**src/rtl/sg_alloc_settings.svh**
```systemverilog
`ifndef SG_ALLOC_SETTINGS_SVH
`define SG_ALLOC_SETTINGS_SVH

// Buffer pool geometry
`define SG_NUM_BUFFERS  16
`define SG_BUFFER_BYTES 64

// Pointer width follows the buffer count
`define SG_PTR_WIDTH ($clog2(`SG_NUM_BUFFERS))

// Per-buffer byte count holds 1 up to a full buffer
`define SG_BYTES_WIDTH ($clog2(`SG_BUFFER_BYTES + 1))

// Largest frame fills every buffer
`define SG_FRAME_SIZE_WIDTH ($clog2(`SG_NUM_BUFFERS * `SG_BUFFER_BYTES + 1))

`endif

```
**src/rtl/sg_alloc_pkg.sv**
```systemverilog
`default_nettype none

`include "sg_alloc_settings.svh"

package sg_alloc_pkg;

    typedef logic [`SG_PTR_WIDTH-1:0]        ptr_t;
    typedef logic [`SG_BYTES_WIDTH-1:0]      buf_bytes_t;
    typedef logic [`SG_FRAME_SIZE_WIDTH-1:0] frame_size_t;

    // One extra bit so the limit can name the full pool, zero means no limit
    typedef logic [`SG_PTR_WIDTH:0]          limit_t;

    // Chain descriptor, one per buffer
    typedef struct packed {
        ptr_t       next_ptr;
        logic       last;
        buf_bytes_t bytes;
    } desc_t;

    typedef enum logic [1:0] {
        walk_idle,
        walk_read,
        walk_present
    } walk_state_t;

endpackage

`default_nettype wire

```
**src/rtl/buf_alloc_bv.sv**
```systemverilog
`timescale 1ns/100ps
`default_nettype none

`include "sg_alloc_settings.svh"

module buf_alloc_bv (
    input  wire                         clk,
    input  wire                         reset,
    input  wire sg_alloc_pkg::limit_t   buffer_limit,
    input  wire                         alloc_req,
    input  wire                         dealloc_req,
    input  wire sg_alloc_pkg::ptr_t     dealloc_ptr,
    output logic                        alloc_rdy,
    output sg_alloc_pkg::ptr_t          alloc_ptr
);

    // One bit per buffer, set while the buffer is in use
    logic [`SG_NUM_BUFFERS-1:0] allocated;

    // ----------------------------------------------------------------------
    // Free pointer search
    // ----------------------------------------------------------------------

    // Scan from the top down so the lowest free pointer wins
    // Limit of zero opens the whole vector
    always_comb begin
        alloc_rdy = 1'b0;
        alloc_ptr = '0;
        for (int i = `SG_NUM_BUFFERS - 1; i >= 0; i--) begin
            if (!allocated[i] && (buffer_limit == '0 || i < int'(buffer_limit))) begin
                alloc_rdy = 1'b1;
                alloc_ptr = sg_alloc_pkg::ptr_t'(i);
            end
        end
    end

    // ----------------------------------------------------------------------
    // Allocation vector
    // ----------------------------------------------------------------------

    // Set and clear never hit the same bit, so both may land on one edge
    always_ff @(posedge clk) begin
        if (reset) begin
            allocated <= '0;
        end else begin
            if (dealloc_req) begin
                allocated[dealloc_ptr] <= 1'b0;
            end
            if (alloc_req && alloc_rdy) begin
                allocated[alloc_ptr] <= 1'b1;
            end
        end
    end

endmodule

`default_nettype wire

```
**src/rtl/desc_mem.sv**
```systemverilog
`timescale 1ns/100ps
`default_nettype none

`include "sg_alloc_settings.svh"

module desc_mem (
    input  wire                         clk,
    input  wire                         desc_wr_en,
    input  wire sg_alloc_pkg::ptr_t     desc_wr_addr,
    input  wire sg_alloc_pkg::desc_t    desc_wr_data,
    input  wire                         desc_rd_en,
    input  wire sg_alloc_pkg::ptr_t     desc_rd_addr,
    output sg_alloc_pkg::desc_t         desc_rd_data
);

    // Descriptor per buffer, indexed by buffer pointer
    sg_alloc_pkg::desc_t mem [`SG_NUM_BUFFERS];

    always_ff @(posedge clk) begin
        if (desc_wr_en) begin
            mem[desc_wr_addr] <= desc_wr_data;
        end
    end

    // Registered read, data valid the cycle after desc_rd_en
    always_ff @(posedge clk) begin
        if (desc_rd_en) begin
            desc_rd_data <= mem[desc_rd_addr];
        end
    end

endmodule

`default_nettype wire

```
**src/rtl/sg_alloc_core.sv**
```systemverilog
`timescale 1ns/100ps
`default_nettype none

module sg_alloc_core (
    input  wire                         clk,
    input  wire                         reset,
    input  wire sg_alloc_pkg::limit_t   buffer_limit,

    // Store beats
    input  wire                         store_valid,
    input  wire sg_alloc_pkg::buf_bytes_t store_bytes,
    input  wire                         store_eof,
    output logic                        store_ack,
    output sg_alloc_pkg::ptr_t          store_ptr,

    // Frame completion
    output logic                        frame_valid,
    output logic                        frame_error,
    output sg_alloc_pkg::ptr_t          frame_ptr,
    output sg_alloc_pkg::frame_size_t   frame_size,

    // Gather
    input  wire                         gather_req,
    input  wire sg_alloc_pkg::ptr_t     gather_ptr,
    output logic                        gather_busy,
    output logic                        load_valid,
    output sg_alloc_pkg::ptr_t          load_ptr,
    output sg_alloc_pkg::buf_bytes_t    load_bytes,
    output logic                        load_eof,

    // Recycle
    input  wire                         recycle_req,
    input  wire sg_alloc_pkg::ptr_t     recycle_ptr,
    output logic                        recycle_done
);

    // ----------------------------------------------------------------------
    // Internal wiring
    // ----------------------------------------------------------------------

    logic                   alloc_req;
    logic                   alloc_rdy;
    sg_alloc_pkg::ptr_t     alloc_ptr;

    logic                   dealloc_req;
    sg_alloc_pkg::ptr_t     dealloc_ptr;

    logic                   desc_wr_en;
    sg_alloc_pkg::ptr_t     desc_wr_addr;
    sg_alloc_pkg::desc_t    desc_wr_data;

    logic                   desc_rd_en;
    sg_alloc_pkg::ptr_t     desc_rd_addr;
    sg_alloc_pkg::desc_t    desc_rd_data;

    // ----------------------------------------------------------------------
    // Pointer allocator
    // ----------------------------------------------------------------------

    buf_alloc_bv i_buf_alloc_bv (
        .clk,
        .reset,
        .buffer_limit,
        .alloc_req,
        .dealloc_req,
        .dealloc_ptr,
        .alloc_rdy,
        .alloc_ptr
    );

    // ----------------------------------------------------------------------
    // Descriptor memory
    // ----------------------------------------------------------------------

    desc_mem i_desc_mem (
        .clk,
        .desc_wr_en,
        .desc_wr_addr,
        .desc_wr_data,
        .desc_rd_en,
        .desc_rd_addr,
        .desc_rd_data
    );

    // ----------------------------------------------------------------------
    // Scatter and gather
    // ----------------------------------------------------------------------

    sg_scatter i_sg_scatter (
        .clk,
        .reset,
        .store_valid,
        .store_bytes,
        .store_eof,
        .alloc_rdy,
        .alloc_ptr,
        .alloc_req,
        .store_ack,
        .store_ptr,
        .desc_wr_en,
        .desc_wr_addr,
        .desc_wr_data,
        .frame_valid,
        .frame_error,
        .frame_ptr,
        .frame_size
    );

    sg_gather i_sg_gather (
        .clk,
        .reset,
        .gather_req,
        .gather_ptr,
        .recycle_req,
        .recycle_ptr,
        .desc_rd_data,
        .gather_busy,
        .load_valid,
        .load_ptr,
        .load_bytes,
        .load_eof,
        .recycle_done,
        .desc_rd_en,
        .desc_rd_addr,
        .dealloc_req,
        .dealloc_ptr
    );

endmodule

`default_nettype wire

```
**src/rtl/sg_gather.sv**
```systemverilog
`timescale 1ns/100ps
`default_nettype none

module sg_gather (
    input  wire                         clk,
    input  wire                         reset,
    input  wire                         gather_req,
    input  wire sg_alloc_pkg::ptr_t     gather_ptr,
    input  wire                         recycle_req,
    input  wire sg_alloc_pkg::ptr_t     recycle_ptr,
    input  wire sg_alloc_pkg::desc_t    desc_rd_data,
    output logic                        gather_busy,
    output logic                        load_valid,
    output sg_alloc_pkg::ptr_t          load_ptr,
    output sg_alloc_pkg::buf_bytes_t    load_bytes,
    output logic                        load_eof,
    output logic                        recycle_done,
    output logic                        desc_rd_en,
    output sg_alloc_pkg::ptr_t          desc_rd_addr,
    output logic                        dealloc_req,
    output sg_alloc_pkg::ptr_t          dealloc_ptr
);

    sg_alloc_pkg::walk_state_t  state;
    logic                       gather_mode;
    sg_alloc_pkg::ptr_t         cur_ptr;
    logic                       presenting;
    logic                       chain_end;

    assign presenting = (state == sg_alloc_pkg::walk_present);
    assign chain_end  = presenting && desc_rd_data.last;

    // ----------------------------------------------------------------------
    // Outputs decoded from the walker state
    // ----------------------------------------------------------------------

    assign gather_busy  = (state != sg_alloc_pkg::walk_idle);

    assign desc_rd_en   = (state == sg_alloc_pkg::walk_read);
    assign desc_rd_addr = cur_ptr;

    // Each buffer is freed on the cycle its descriptor is back
    assign dealloc_req  = presenting;
    assign dealloc_ptr  = cur_ptr;

    assign load_valid   = presenting && gather_mode;
    assign load_ptr     = cur_ptr;
    assign load_bytes   = desc_rd_data.bytes;
    assign load_eof     = load_valid && desc_rd_data.last;

    assign recycle_done = chain_end && !gather_mode;

    // ----------------------------------------------------------------------
    // Walker FSM
    // ----------------------------------------------------------------------

    // Requests only count in idle, gather takes priority
    always_ff @(posedge clk) begin
        if (reset) begin
            state       <= sg_alloc_pkg::walk_idle;
            gather_mode <= 1'b0;
        end else begin
            case (state)
                sg_alloc_pkg::walk_idle: begin
                    if (gather_req) begin
                        gather_mode <= 1'b1;
                        state       <= sg_alloc_pkg::walk_read;
                    end else if (recycle_req) begin
                        gather_mode <= 1'b0;
                        state       <= sg_alloc_pkg::walk_read;
                    end
                end
                sg_alloc_pkg::walk_read: begin
                    state <= sg_alloc_pkg::walk_present;
                end
                sg_alloc_pkg::walk_present: begin
                    if (chain_end) begin
                        state <= sg_alloc_pkg::walk_idle;
                    end else begin
                        state <= sg_alloc_pkg::walk_read;
                    end
                end
                default: begin
                    state <= sg_alloc_pkg::walk_idle;
                end
            endcase
        end
    end

    // Current buffer, loaded from the request then from each next field
    always_ff @(posedge clk) begin
        if (state == sg_alloc_pkg::walk_idle) begin
            cur_ptr <= gather_req ? gather_ptr : recycle_ptr;
        end else if (presenting && !desc_rd_data.last) begin
            cur_ptr <= desc_rd_data.next_ptr;
        end
    end

endmodule

`default_nettype wire

```
**src/rtl/sg_scatter.sv**
```systemverilog
`timescale 1ns/100ps
`default_nettype none

module sg_scatter (
    input  wire                         clk,
    input  wire                         reset,
    input  wire                         store_valid,
    input  wire sg_alloc_pkg::buf_bytes_t store_bytes,
    input  wire                         store_eof,
    input  wire                         alloc_rdy,
    input  wire sg_alloc_pkg::ptr_t     alloc_ptr,
    output logic                        alloc_req,
    output logic                        store_ack,
    output sg_alloc_pkg::ptr_t          store_ptr,
    output logic                        desc_wr_en,
    output sg_alloc_pkg::ptr_t          desc_wr_addr,
    output sg_alloc_pkg::desc_t         desc_wr_data,
    output logic                        frame_valid,
    output logic                        frame_error,
    output sg_alloc_pkg::ptr_t          frame_ptr,
    output sg_alloc_pkg::frame_size_t   frame_size
);

    logic                       accept;
    logic                       link_wr;

    // Open frame context
    logic                       has_head;
    sg_alloc_pkg::ptr_t         head_ptr;
    sg_alloc_pkg::ptr_t         prev_ptr;
    sg_alloc_pkg::buf_bytes_t   prev_bytes;
    sg_alloc_pkg::frame_size_t  size_acc;
    logic                       frame_err;

    // Context as it stands after the current beat
    logic                       tail_valid;
    sg_alloc_pkg::ptr_t         tail_ptr;
    sg_alloc_pkg::buf_bytes_t   tail_bytes;
    sg_alloc_pkg::ptr_t         head_next;
    sg_alloc_pkg::frame_size_t  size_next;
    logic                       err_next;

    // Pending last-flag write for the closed frame
    logic                       last_wr_q;
    sg_alloc_pkg::ptr_t         last_addr_q;
    sg_alloc_pkg::buf_bytes_t   last_bytes_q;

    assign accept    = store_valid && alloc_rdy;
    assign alloc_req = accept;
    assign link_wr   = accept && has_head;
    assign store_ptr = prev_ptr;

    always_comb begin
        tail_valid = has_head || accept;
        tail_ptr   = accept ? alloc_ptr : prev_ptr;
        tail_bytes = accept ? store_bytes : prev_bytes;
        head_next  = has_head ? head_ptr : alloc_ptr;
        size_next  = size_acc;
        if (accept) begin
            size_next = size_acc + sg_alloc_pkg::frame_size_t'(store_bytes);
        end
        err_next   = frame_err || (store_valid && !alloc_rdy);
    end

    // ----------------------------------------------------------------------
    // Descriptor writes
    // ----------------------------------------------------------------------

    // Links go out with the beat, the last flag on the ack cycle
    // The context is clear after eof, so the two never meet
    assign desc_wr_en = link_wr || last_wr_q;

    always_comb begin
        if (last_wr_q) begin
            desc_wr_addr          = last_addr_q;
            desc_wr_data.next_ptr = '0;
            desc_wr_data.last     = 1'b1;
            desc_wr_data.bytes    = last_bytes_q;
        end else begin
            desc_wr_addr          = prev_ptr;
            desc_wr_data.next_ptr = alloc_ptr;
            desc_wr_data.last     = 1'b0;
            desc_wr_data.bytes    = prev_bytes;
        end
    end

    // ----------------------------------------------------------------------
    // Frame context and completion
    // ----------------------------------------------------------------------

    always_ff @(posedge clk) begin
        if (reset) begin
            store_ack   <= 1'b0;
            frame_valid <= 1'b0;
            frame_error <= 1'b0;
            last_wr_q   <= 1'b0;
            has_head    <= 1'b0;
            size_acc    <= '0;
            frame_err   <= 1'b0;
        end else begin
            store_ack   <= accept;
            frame_valid <= store_valid && store_eof;
            last_wr_q   <= store_valid && store_eof && tail_valid;
            if (store_valid && store_eof) begin
                frame_error <= err_next;
                has_head    <= 1'b0;
                size_acc    <= '0;
                frame_err   <= 1'b0;
            end else if (store_valid) begin
                has_head    <= tail_valid;
                size_acc    <= size_next;
                frame_err   <= err_next;
            end
        end
    end

    always_ff @(posedge clk) begin
        if (accept) begin
            prev_ptr   <= alloc_ptr;
            prev_bytes <= store_bytes;
            if (!has_head) begin
                head_ptr <= alloc_ptr;
            end
        end
        if (store_valid && store_eof) begin
            frame_ptr    <= head_next;
            frame_size   <= size_next;
            last_addr_q  <= tail_ptr;
            last_bytes_q <= tail_bytes;
        end
    end

endmodule

`default_nettype wire

```
**config.mk**
```make
export PLATFORM = sky130hd
export DESIGN_NAME = sg_alloc_core
export DESIGN_NICKNAME = d
export VERILOG_FILES = /design/src/rtl/sg_alloc_pkg.sv /design/src/rtl/buf_alloc_bv.sv /design/src/rtl/desc_mem.sv /design/src/rtl/sg_alloc_core.sv /design/src/rtl/sg_gather.sv /design/src/rtl/sg_scatter.sv
export VERILOG_INCLUDE_DIRS = /design/src /design/src/rtl
export SDC_FILE = /design/constraint.sdc
export NUM_CORES = 1
export LEC_CHECK = 0
export BUFFER_PORTS_ARGS = -buffer_cell sky130_fd_sc_hd__buf_2
export CAP_MARGIN = 20
export CORE_AREA = 4 4 167 169
export CTS_CLUSTER_SIZE = 30
export DETAILED_ROUTE_END_ITERATION = 10
export DIE_AREA = 0 0 171 173
export GPL_ROUTABILITY_DRIVEN = 0
export PLACE_DENSITY = 0.65
export SETUP_SLACK_MARGIN = 0.4
export SYNTH_ARGS = -nofsm -noshare
export SYNTH_HDL_FRONTEND = slang
export SYNTH_SLANG_ARGS = --single-unit
```
**constraint.sdc**
```tcl
create_clock -name clk -period 8.2 [get_ports clk]
set_clock_uncertainty 0.05 [all_clocks]
set_input_delay 0.82 -clock clk [delete_from_list [all_inputs] [get_ports clk]]
set_output_delay 0.82 -clock clk [all_outputs]
set_load 0.02 [all_outputs]
```
==> results by group, run 1 <==
Status
  • Status: finished, final reports clean

Worst setup path
  • Delay-heaviest family, CP: simple AND/OR/NAND/NOR gates
  • Crit. Startpoint: buffer_limit[2]
  • Worst-path cell chain: buf_2, or4_1, a21o_1, a31oi_1, or4_4, o21ai_4, inv_4, a21oi_4, nor2_1
  • Worst R2R End: i_desc_mem.mem[13][7]$_DFFE_PP_
  • CP Class: primary input to register
  • Max incr delay on CP: 0.89 ns
  • Worst EP required: 8.29 ns
  • Worst Setup End Kind: register
  • R2r setup slk: 4.87 ns
  • Startpoint types: primary input
  • Crit-path max FO: 21
  • Worst flop-to-flop path startpoint: i_buf_alloc_bv.allocated[8]$_SDFF_PP0_
  • R2R depth: 8
  • Levels on crit path: 9
  • Slowest CP cell: nor2_1
  • CP endpoint: i_desc_mem.mem[13][7]$_DFFE_PP_
  • Worst Path Buf+Inv: 2
  • CP Data Arrival Time: 3.92 ns

Global route
  • Total global routing overflow: 0
  • GRT Total Usage: 0.167
  • Global-route wire length before repair: 38.2 mm
  • Initial antenna violation count: 0
  • Vias in the first global route: 6301
  • Largest net degree at the start of global routing: 57

Job
  • Max cap viols: 0

Final layout
  • Layout cells sized above 1: 0.259
  • Fin nets: 840
  • Commonest cells after routing, fill and taps aside: edfxtp_1, nand2_1, buf_2
  • Post-layout util: 0.505
  • Final non-filler cell area: 13400 µm²
  • N_diodes: 0
  • Most common cell after layout, fill and taps aside: edfxtp_1
  • Area Growth Syn to Fin: 14.2%
  • Final std cells w/o fill: 1167
  • Fillers: 2215

Pwr
  • Pwr per Cell Area: 255 nW/µm²
  • Power Total: 3.42 mW
  • Peak supply drop: 158 µV
  • Leak: 4.56 nW

Clock tree
  • CTS resizes: 0
  • Htree depth: 1
  • CTS tree: done
  • Skew-Pair Late Insertion Delay: 0.53 ns
  • Root buffer cell: clkbuf_16
  • CTS sink cnt: 285
  • Hold Buf Count CTS: 0
  • Clock Tree Buf Depth: 3
  • CTS buffer count: 29
  • Post-CTS setup buffer count: 0
  • Worst-path clk slew: 0.06 ns

Floorplanning
  • Site Rows: 60
  • Io pins: 63
  • Starting Density: 0.442
  • Core area: 26600 µm²
  • Die Wd: 171 µm
  • Die Ht: 173 µm
  • DIE AREA: 29600 µm²

Placed design
  • Port bufs: 62
  • DP Area: 12400 µm²
  • Place WS: 3.84 ns
  • Final HPWL DP: 16.6 mm
  • Placed Cells: 1109

Routing
  • Routed wire per std cell: 21.4 µm
  • Remaining DRCs: 0
  • Top Metal Used: met4
  • DR pass1 iterations: 5
  • Wl on met1: 11.2 mm
  • Avg Vias per Cell: 5.62
  • DRT iter0 DRCs: 577
  • DR WL met3: 2.08 mm
  • DR vias: 6562
  • Final wirelength: 25.0 mm
  • Met2 WL: 11.3 mm
  • Antenna viol nets, final: 0

STA
  • Min Hold Slack: 0.411 ns
  • Min Tclk post-route: 3.83 ns
  • Worst-Margin Slew: 1.10 ns
  • Final Max Tran Viols: 0
  • Final worst slack: 4.37 ns
  • Final period util: 0.467
  • RSZ-0062 raised after global routing: false
  • Max Freq: 261 MHz
  • Setup TNS Final: 0 ns
  • Final hold vios: 0
  • Final setup vio count: 0
  • Relative slew margins: 0.264

Logic synthesis
  • Ys flop type: edfxtp_1
  • Adder and majority cell fraction of the synthesized area: 0.00916
  • Syn avg cell area: 15.9 µm²
  • Simple-Gate Fraction of Synth Area: 0.0806
  • Synth Instances: 740
  • Synth Net Count: 774
  • Post-Syn Area: 11700 µm²
  • Post-synthesis mux area share: 0.133
  • Yosys warns: 0
  • Synth Area in Compound Gates: 0.0593
  • XOR/XNOR Fraction of Synth Area: 0.00596
  • Synthesized flop and latch total: 285
  • Unique masters post-synth: 65
  • Largest family of logic cells by synthesized area: multiplexers
  • Post-synth EDFFs: 238
  • Share of flip-flops with an asynchronous set or reset: 0
  • Sequential area share after synthesis: 0.688

Hold path
  • Worst Hold Class: register to register
worst reg2reg max path, cell delays in order (launching register included):
cell and delay [ns]:
dfxtp_1 0.39, nor2b_1 0.07, o31ai_1 0.20, a22oi_1 0.15, or4_4 0.55, o21ai_4 0.40
inv_4 0.22, a21oi_4 0.53, nor2_1 0.42
cells by family after synthesis:
group	count (synthesis)
AO/OA/AOI/OAI	100
XOR/XNOR	8
adder cells (fa/ha/maj)	8
buffers and inverters	61
flip-flops	285
multiplexers	78
AND/OR/NAND/NOR	200
cells in the mapped netlist, types with 7 or more instances:
cell / number / area, µm²
a21oi_1: 18 / 90.1
a31oi_1: 7 / 43.8
and2_1: 11 / 68.8
buf_4: 10 / 75.1
clkbuf_1: 21 / 78.8
dfxtp_1: 47 / 941
edfxtp_1: 238 / 7150
ha_1: 7 / 87.6
inv_1: 20 / 75.1
mux2_2: 7 / 78.8
mux4_2: 60 / 1350
nand2_1: 70 / 263
nand3_1: 19 / 95.1
nor2_1: 46 / 173
nor2b_1: 9 / 56.3
nor3_1: 12 / 60.1
o21ai_0: 20 / 100
o21ai_1: 8 / 40.0
o32ai_1: 9 / 78.8
power breakdown:
part,total [mW],internal (mW),switching [mW]
logic,0.414,0.177,0.236
registers,1.66,1.63,0.0271
clock network,1.35,0.818,0.530
area by class of cell:
| type | instances | area (µm²) | area share |
|---|---|---|---|
| Sequential cell | 285 | 8090 | 0.603 |
| Clock inverter | 18 | 216 | 0.0161 |
| Multi-Input combinational cell | 394 | 3410 | 0.254 |
| Tap cell | 341 | 427 | 0.0318 |
| Clock buffer | 33 | 761 | 0.0567 |
| Timing Repair Buffer | 75 | 443 | 0.0330 |
| Inverter | 21 | 81.3 | 0.00606 |
metal layers:
metal,up-vias,track usage
met2,253,0.243
met1,3276,0.261
met3,35,0.0373
met5,-,0
li1,2998,-
met4,0,0.0333
flip-flops by register name, summed over array words and instances, names as in the netlist, 7 cells and up:
name and count:
i_sg_scatter.last_bytes_q 7, i_desc_mem.desc_rd_data 12, i_sg_scatter.prev_bytes 7, i_desc_mem.mem 192
i_sg_scatter.size_acc 11, i_sg_scatter.frame_size 11, i_buf_alloc_bv.allocated 16
how the worst min path moves through the flow:
stage                                        from                                  to  slack (ns)  depth (start not counted)
2_1_floorplan  i_sg_scatter.prev_bytes[0]$_DFF_P_  i_sg_scatter.prev_bytes[0]$_DFF_P_        0.38                          2
3_3_place_gp   i_sg_scatter.prev_bytes[2]$_DFF_P_  i_sg_scatter.prev_bytes[2]$_DFF_P_        0.40                          2
3_5_place_dp   i_sg_scatter.prev_bytes[6]$_DFF_P_  i_sg_scatter.prev_bytes[6]$_DFF_P_        0.40                          2
4_1_cts        i_sg_scatter.prev_bytes[6]$_DFF_P_  i_sg_scatter.prev_bytes[6]$_DFF_P_        0.41                          2
5_1_grt        i_sg_scatter.prev_bytes[6]$_DFF_P_  i_sg_scatter.prev_bytes[6]$_DFF_P_        0.44                          2
6_report       i_sg_scatter.prev_bytes[4]$_DFF_P_  i_sg_scatter.prev_bytes[4]$_DFF_P_        0.41                          2
(Power assumes the default switching activity.)
==> inputs of run 2 (changes only) <==
- PLACE_DENSITY: 0.65 -> 0.67
- clock period: 8.2 -> 3.1 ns (I/O delays scaled with it)
==> run 2 against run 1 <==
  * Hold slack got worse by 0.34 ns
  * Sequential share of layout area shrank 2.1 points
  * Total power rose to 2.7 times the previous value
  * Via count grew 1.9%
  * Sequential power grew to 2.7 times the previous value
  * Critical path type unchanged
  * First-iteration DRC count decreased by 2.9%
  * Final area grew 3.6%
  * Sequential cell count unchanged
  * Non-clock buffer count is 36 higher
  * Routed wire length decreased by 2.8%
  * Global-route usage shrank 0.14 points
  * Highest routed layer unchanged
  * Combinational power grew to 2.8 times the previous value
==> results by group, run 2 (synthesis results as in run 1) <==
Worst setup path
  • Startpoint types: primary input (unchanged)
  • Worst EP required: 3.33 ns (was 8.29 ns)
  • Crit. Startpoint: store_bytes[0] (was buffer_limit[2])
  • Worst flop-to-flop path startpoint: i_buf_alloc_bv.allocated[8]$_SDFF_PP0_ (unchanged)
  • Crit-path max FO: 3 (was 21)
  • R2R depth: 10 (was 8)
  • CP Class: primary input to register (unchanged)
  • CP Data Arrival Time: 2.83 ns (was 3.92 ns)
  • Worst Setup End Kind: register (unchanged)
  • Worst R2R End: i_desc_mem.mem[9][3]$_DFFE_PP_ (was i_desc_mem.mem[13][7]$_DFFE_PP_)
  • R2r setup slk: 0.54 ns (was 4.87 ns)

Clock tree
  • Worst-path clk slew: 0.06 ns (about the same)
  • CTS buffer count: 28 (was 29)
  • CTS tree: done (unchanged)
  • CTS sink cnt: 285 (unchanged)
  • Skew-Pair Late Insertion Delay: 0.54 ns (was 0.53 ns)
  • Clock Tree Buf Depth: 3 (unchanged)
  • Post-CTS setup buffer count: 0 (unchanged)
  • Root buffer cell: clkbuf_16 (unchanged)
  • Htree depth: 1 (unchanged)

Final layout
  • Largest regs: i_desc_mem.mem x192, i_buf_alloc_bv.allocated x16, i_desc_mem.desc_rd_data x12 (unchanged)
  • Register area: 8090 µm² (about the same)
  • Top reg by flops: i_desc_mem.mem (unchanged)
  • Most common cell after layout, fill and taps aside: edfxtp_1 (unchanged)
  • N_diodes: 0 (unchanged)
  • Fin nets: 875 (was 840)
  • Area Growth Syn to Fin: 18.4% (was 14.2%)
  • Layout cells sized above 1: 0.299 (was 0.259)
  • Multi-input gate area: 3540 µm² (was 3410 µm²)
  • Max reg flops: 192 (unchanged)
  • Commonest cells after routing, fill and taps aside: edfxtp_1, nand2_1, buf_2 (unchanged)
  • Fillers: 2164 (was 2215)

Floorplanning
  • Site Rows: 60 (unchanged)
  • Die Ht: 173 µm (unchanged)
  • DIE AREA: 29600 µm² (unchanged)
  • Starting Density: 0.442 (unchanged)
  • Core area: 26600 µm² (unchanged)
  • Die Wd: 171 µm (unchanged)
  • Io pins: 63 (unchanged)

STA
  • Relative slew margins: 0.345 (was 0.264)
  • Setup TNS Final: 0 ns (unchanged)
  • Final setup vio count: 0 (unchanged)
  • Final hold vios: 0 (unchanged)
  • Final Max Tran Viols: 0 (unchanged)
  • Final period util: 0.838
  • Worst-Margin Slew: 0.979 ns (was 1.10 ns)
  • Max Freq: 385 MHz
  • RSZ-0062 raised after global routing: false (unchanged)
  • Min Tclk post-route: 2.60 ns

Global route
  • Largest net degree at the start of global routing: 38 (was 57)
  • Vias in the first global route: 6728 (was 6301)
  • Initial antenna violation count: 1 (was 0)
  • Met2 track demand over resource: 0.250 (was 0.243)
  • Global-route wire length before repair: 38.7 mm (was 38.2 mm)
  • Total global routing overflow: 0 (unchanged)
  • GRT met1 Usage: 0.258 (was 0.261)
  • GR Layer Usage met3: 0.0261 (was 0.0373)
  • GRT Total Usage: 0.166 (was 0.167)
  • GR peak layer: met1 (unchanged)

Pwr
  • Internal power component: 7.04 mW (was 2.63 mW)
  • Pwr per Cell Area: 656 nW/µm² (was 255 nW/µm²)
  • Switching Fraction: 0.229 (was 0.232)
  • Sequential share of power: 0.481 (was 0.485)
  • Leak: 4.79 nW (was 4.56 nW)
  • Combinational power share: 0.127 (was 0.121)
  • Clock power share: 0.392 (was 0.394)
  • Peak supply drop: 452 µV (was 158 µV)
  • NetSw: 2.09 mW (was 0.793 mW)
  • Power Total: 9.13 mW (was 3.42 mW)

Hold path
  • Worst Hold Class: primary input to register (was register to register)
  • WHS Path Cells: 2 (unchanged)
  • Hold path startpoint: reset (was i_sg_scatter.prev_bytes[4]$_DFF_P_)
  • Endpoint, Worst Hold: i_sg_scatter.store_ack$_SDFF_PP0_ (was i_sg_scatter.prev_bytes[4]$_DFF_P_)

Routing
  • DR vias: 6684 (was 6562)
  • Remaining DRCs: 0 (unchanged)
  • DR pass1 iterations: 6 (was 5)
  • Antenna viol nets, final: 0 (unchanged)
  • Avg Vias per Cell: 5.55 (was 5.62)
  • DRT iter0 DRCs: 560 (was 577)
  • Routed wire per std cell: 20.1 µm (was 21.4 µm)
  • Final wirelength: 24.3 mm (was 25.0 mm)

Job
  • Max cap viols: 0 (unchanged)

Placed design
  • Final HPWL DP: 16.3 mm (was 16.6 mm)
  • Port bufs: 62 (unchanged)

Status
  • Status: finished, final reports clean (unchanged)
[run 2: cell types whose count changed in the layout (fill, tap and decap cells not counted), moves of 2 or more]
cell | before | now
buf_4 | 9 | 36
nor2_1 | 46 | 34
nor2_4 | 0 | 11
dlygate4sd3_1 | 0 | 7
clkinv_2 | 10 | 4
buf_12 | 0 | 5
clkbuf_1 | 2 | 5
nor3_2 | 3 | 0
nor3_4 | 0 | 3
buf_6 | 2 | 0
clkbuf_8 | 2 | 4
[run 2: critical path, cell delays in order]
cell and delay, ns:
dlygate4sd3_1 0.53, buf_2 0.14, ha_1 0.21, inv_1 0.07, fa_2 0.21, nor2b_1 0.05, o21a_1 0.17, o21a_1 0.20
o31a_1 0.25, or2_2 0.29, and4_1 0.24, xor2_1 0.16
[run 2: cell type report]
class	instances	share of cell area
clock buffers	39	0.0593
multi-input cells	394	0.255
repair buffers	111	0.0559
flip-flops and latches	285	0.581
clock inverters	13	0.0122
well taps	341	0.0307
inverters	21	0.00585
[run 2: timing repair]
item	CTS	global route
hold buffers	7	0
resized for setup	0	3
setup endpoints to repair	0	54
endpoints found under the hold margin	7	0
[run 2: power by group through the flow]
stage / sequential, mW / clock [mW] / combinational, mW
2_1_floorplan: 4.47 / 0 / 0.800
3_5_place_dp: 4.50 / 0 / 1.13
3_3_place_gp: 4.49 / 0 / 1.12
6_report: 4.40 / 3.58 / 1.16
5_1_grt: 4.41 / 3.80 / 1.26
4_1_cts: 4.41 / 3.63 / 1.14
[run 2: worst max-delay path by stage]
stage | endpoint
after global placement | i_desc_mem.mem[1][4]$_DFFE_PP_
after detailed placement | i_desc_mem.mem[1][4]$_DFFE_PP_
after global routing | i_sg_scatter.frame_size[8]$_DFFE_PP_
final | i_sg_scatter.frame_size[8]$_DFFE_PP_
after CTS | i_desc_mem.mem[9][6]$_DFFE_PP_
after floorplan | i_desc_mem.mem[11][0]$_DFFE_PP_
[run 2: per-stage QoR]
step                      cells  instance area [µm²]  setup slack, ns  utilization  hold slack (ns)
after floorplan             740                11900            0.373            -            0.375
after global placement     1143                12800           0.0838        0.482            0.393
after detailed placement   1143                12800           0.0191        0.482            0.400
after CTS                  1202                13900            0.478        0.522           0.0524
after global routing       1204                13900            0.403        0.523           0.0699
final                      1204                13900            0.503        0.523           0.0678
[run 2: metal layers]
layer  vias up  part of all wire
met4         0             0.020
li1       3080                 -
met2       221              0.46
met3        37             0.056
met5         -                 0
met1      3346              0.46
==> inputs of run 3 (changes only) <==
- PLACE_DENSITY: 0.67 -> 0.65
- clock period: 3.1 -> 2.55 ns (I/O delays scaled with it)
==> run 3 against run 2 <==
  * Core utilization up 4.6 points
  * Via count up 5.0%
  * Hold slack worse by 0.040 ns
  * Final area grew 8.7%
  * Non-clock buffer count up 81
  * Register-to-register slack got worse by 0.43 ns
  * Critical path depth fell by 3
  * Highest routed layer unchanged
==> results by group, run 3 (synthesis results as in run 1) <==
Status
  • Status: finished, final reports clean (unchanged)

Worst setup path
  • Max incr delay on CP: 0.57 ns (was 0.53 ns)
  • Worst Setup End Kind: register (unchanged)
  • Delay-heaviest family, CP: simple AND/OR/NAND/NOR gates (was buffers and inverters)
  • CP Data Arrival Time: 2.67 ns (was 2.83 ns)
  • Slowest CP cell: or4_4 (was dlygate4sd3_1)
  • Worst-path cell chain: a21o_1, a31oi_2, or4_4, o21ai_4, inv_4, buf_4, buf_6, buf_12, mux2_4 (was dlygate4sd3_1, buf_2, ha_1, inv_1, fa_2, nor2b_1, o21a_1, o21a_1, o31a_1, or2_2, and4_1, xor2_1)
  • Startpoint types: register (was primary input)
  • Worst Path Buf+Inv: 4 (was 3)
  • Worst EP required: 2.78 ns (was 3.33 ns)
  • Crit-path max FO: 5 (was 3)
  • CP Class: register to register (was primary input to register)

Routing
  • Final wirelength: 26.3 mm (was 24.3 mm)
  • DR vias: 7016 (was 6684)
  • Met2 WL: 12.4 mm (was 11.2 mm)
  • Remaining DRCs: 0 (unchanged)
  • Routed wire per std cell: 20.4 µm (was 20.1 µm)
  • DRT iter0 DRCs: 517 (was 560)
  • DR pass1 iterations: 5 (was 6)
  • Antenna viol nets, final: 0 (unchanged)
  • DR WL met3: 1.32 mm (was 1.36 mm)
  • Wl on met1: 12.1 mm (was 11.2 mm)
  • Top Metal Used: met4 (unchanged)
  • Avg Vias per Cell: 5.44 (was 5.55)

Floorplanning
  • Die Ht: 173 µm (unchanged)
  • Core area: 26600 µm² (unchanged)
  • DIE AREA: 29600 µm² (unchanged)
  • Site Rows: 60 (unchanged)
  • Io pins: 63 (unchanged)
  • Die Wd: 171 µm (unchanged)
  • Starting Density: 0.442 (unchanged)

Clock tree
  • CTS sink cnt: 285 (unchanged)
  • Root buffer cell: clkbuf_16 (unchanged)
  • Htree depth: 1 (unchanged)
  • Clock Tree Buf Depth: 3 (unchanged)
  • Worst-path clk slew: 0.06 ns (about the same)
  • CTS tree: done (unchanged)
  • CTS buffer count: 29 (was 28)
  • Skew-Pair Late Insertion Delay: 0.54 ns (about the same)

Job
  • Max cap viols: 0 (unchanged)

STA
  • Worst-Margin Slew: 0.683 ns (was 0.979 ns)
  • Final hold vios: 0 (unchanged)
  • Final Max Tran Viols: 0 (unchanged)
  • Final setup vio count: 0 (unchanged)
  • Min Hold Slack: 0.0283 ns (was 0.0678 ns)
  • Final period util: 0.956
  • RSZ-0062 raised after global routing: true (was false)
  • Setup TNS Final: 0 ns (unchanged)
  • Relative slew margins: 0.543 (was 0.345)
  • Final worst slack: 0.112 ns (was 0.503 ns)
  • Min Tclk post-route: 2.44 ns
  • Max Freq: 410 MHz

Final layout
  • Layout cells sized above 1: 0.396 (was 0.299)
  • Commonest cells after routing, fill and taps aside: edfxtp_1, buf_4, buf_2 (was edfxtp_1, nand2_1, buf_2)
  • Top reg by flops: i_desc_mem.mem (unchanged)
  • Area Growth Syn to Fin: 28.7% (was 18.4%)
  • N_diodes: 0 (unchanged)
  • Final non-filler cell area: 15100 µm² (was 13900 µm²)
  • Largest regs: i_desc_mem.mem x192, i_buf_alloc_bv.allocated x16, i_desc_mem.desc_rd_data x12 (unchanged)
  • Max reg flops: 192 (unchanged)
  • Most common cell after layout, fill and taps aside: edfxtp_1 (unchanged)
  • Fin nets: 959 (was 875)
  • Post-layout util: 0.569 (was 0.523)

Placed design
  • Port bufs: 62 (unchanged)
  • DP Area: 13400 µm² (was 12800 µm²)
  • Place WS: -0.304 ns (was 0.0191 ns)
  • Final HPWL DP: 17.2 mm (was 16.3 mm)

Pwr
  • Switching Fraction: 0.236 (was 0.229)
  • Leak: 5.33 nW (was 4.79 nW)
  • Internal power component: 8.45 mW (was 7.04 mW)
  • Pwr per Cell Area: 732 nW/µm² (was 656 nW/µm²)
  • Peak supply drop: 563 µV (was 452 µV)
  • Clock power share: 0.367 (was 0.392)
  • NetSw: 2.62 mW (was 2.09 mW)
  • Sequential share of power: 0.481 (about the same)
  • Combinational power share: 0.152 (was 0.127)

Global route
  • Global-route wire length before repair: 40.4 mm (was 38.7 mm)
  • Largest net degree at the start of global routing: 36 (was 38)
  • Vias in the first global route: 7094 (was 6728)
  • GRT Total Usage: 0.174 (was 0.166)
  • Initial antenna violation count: 0 (was 1)
  • Total global routing overflow: 0 (unchanged)

Hold path
  • Worst Hold Class: primary input to register (unchanged)
## run 3: worst register-to-register path: cells and delay by family, from the launching register on
| family | cells | cell delay [ns] |
|---|---|---|
| simple gates | 1 | 0.57 |
| buf+inv | 4 | 0.44 |
| compound gates | 3 | 0.44 |
| mux | 1 | 0.31 |
| flops | 1 | 0.36 |
## run 3: area by class of cell
| class | instances | area [µm²] |
|---|---|---|
| Fill cell | 2092 | 11500 |
| Tap cell | 341 | 427 |
| Sequential cell | 285 | 8090 |
| Timing Repair Buffer | 192 | 1840 |
| Clock buffer | 40 | 838 |
| Multi-Input combinational cell | 396 | 3750 |
| Inverter | 21 | 81.3 |
| Clock inverter | 14 | 90.1 |
## run 3: what timing repair did
action / in CTS / in global routing
hold buffers: 8 / 0
gates resized for setup: 26 / 59
hold endpoints to repair: 13 / 0
cloned: 5 / 5
setup endpoints to repair: 226 / 326
pin swaps: 8 / 19
setup buffers: 10 / 16
## run 3: power by group through the flow
stage                     clock (mW)  combinational, mW  sequential (mW)
final                           4.07               1.68             5.32
after global routing            4.38               1.81             5.33
after CTS                       4.15               1.60             5.32
after detailed placement           0               1.50             5.42
after global placement             0               1.48             5.41
after floorplan                    0               1.01             5.43
## run 3: final timing paths
check,from,to,slack (ns),depth (start not counted)
max,i_buf_alloc_bv.allocated[15]$_SDFF_PP0_,i_sg_scatter.frame_size[5]$_DFFE_PP_,0.11,9
min,store_bytes[1],i_sg_scatter.prev_bytes[1]$_DFF_P_,0.03,3
max reg2reg,i_buf_alloc_bv.allocated[15]$_SDFF_PP0_,i_sg_scatter.frame_size[5]$_DFFE_PP_,0.11,9
min reg2reg,i_sg_scatter.prev_bytes[6]$_DFF_P_,i_sg_scatter.prev_bytes[6]$_DFF_P_,0.41,2
## run 3: metal layers
layer  vias up  track usage
met5         -            0
met4         0       0.0333
met3        35       0.0302
met2       186        0.268
met1      3539        0.263
li1       3256            -
## run 3: metrics by stage
step           total power, mW  std cells
2_1_floorplan             6.44        740
3_3_place_gp              6.89       1191
3_5_place_dp              6.92       1191
4_1_cts                   11.1       1268
5_1_grt                   11.5       1289
6_report                  11.1       1289
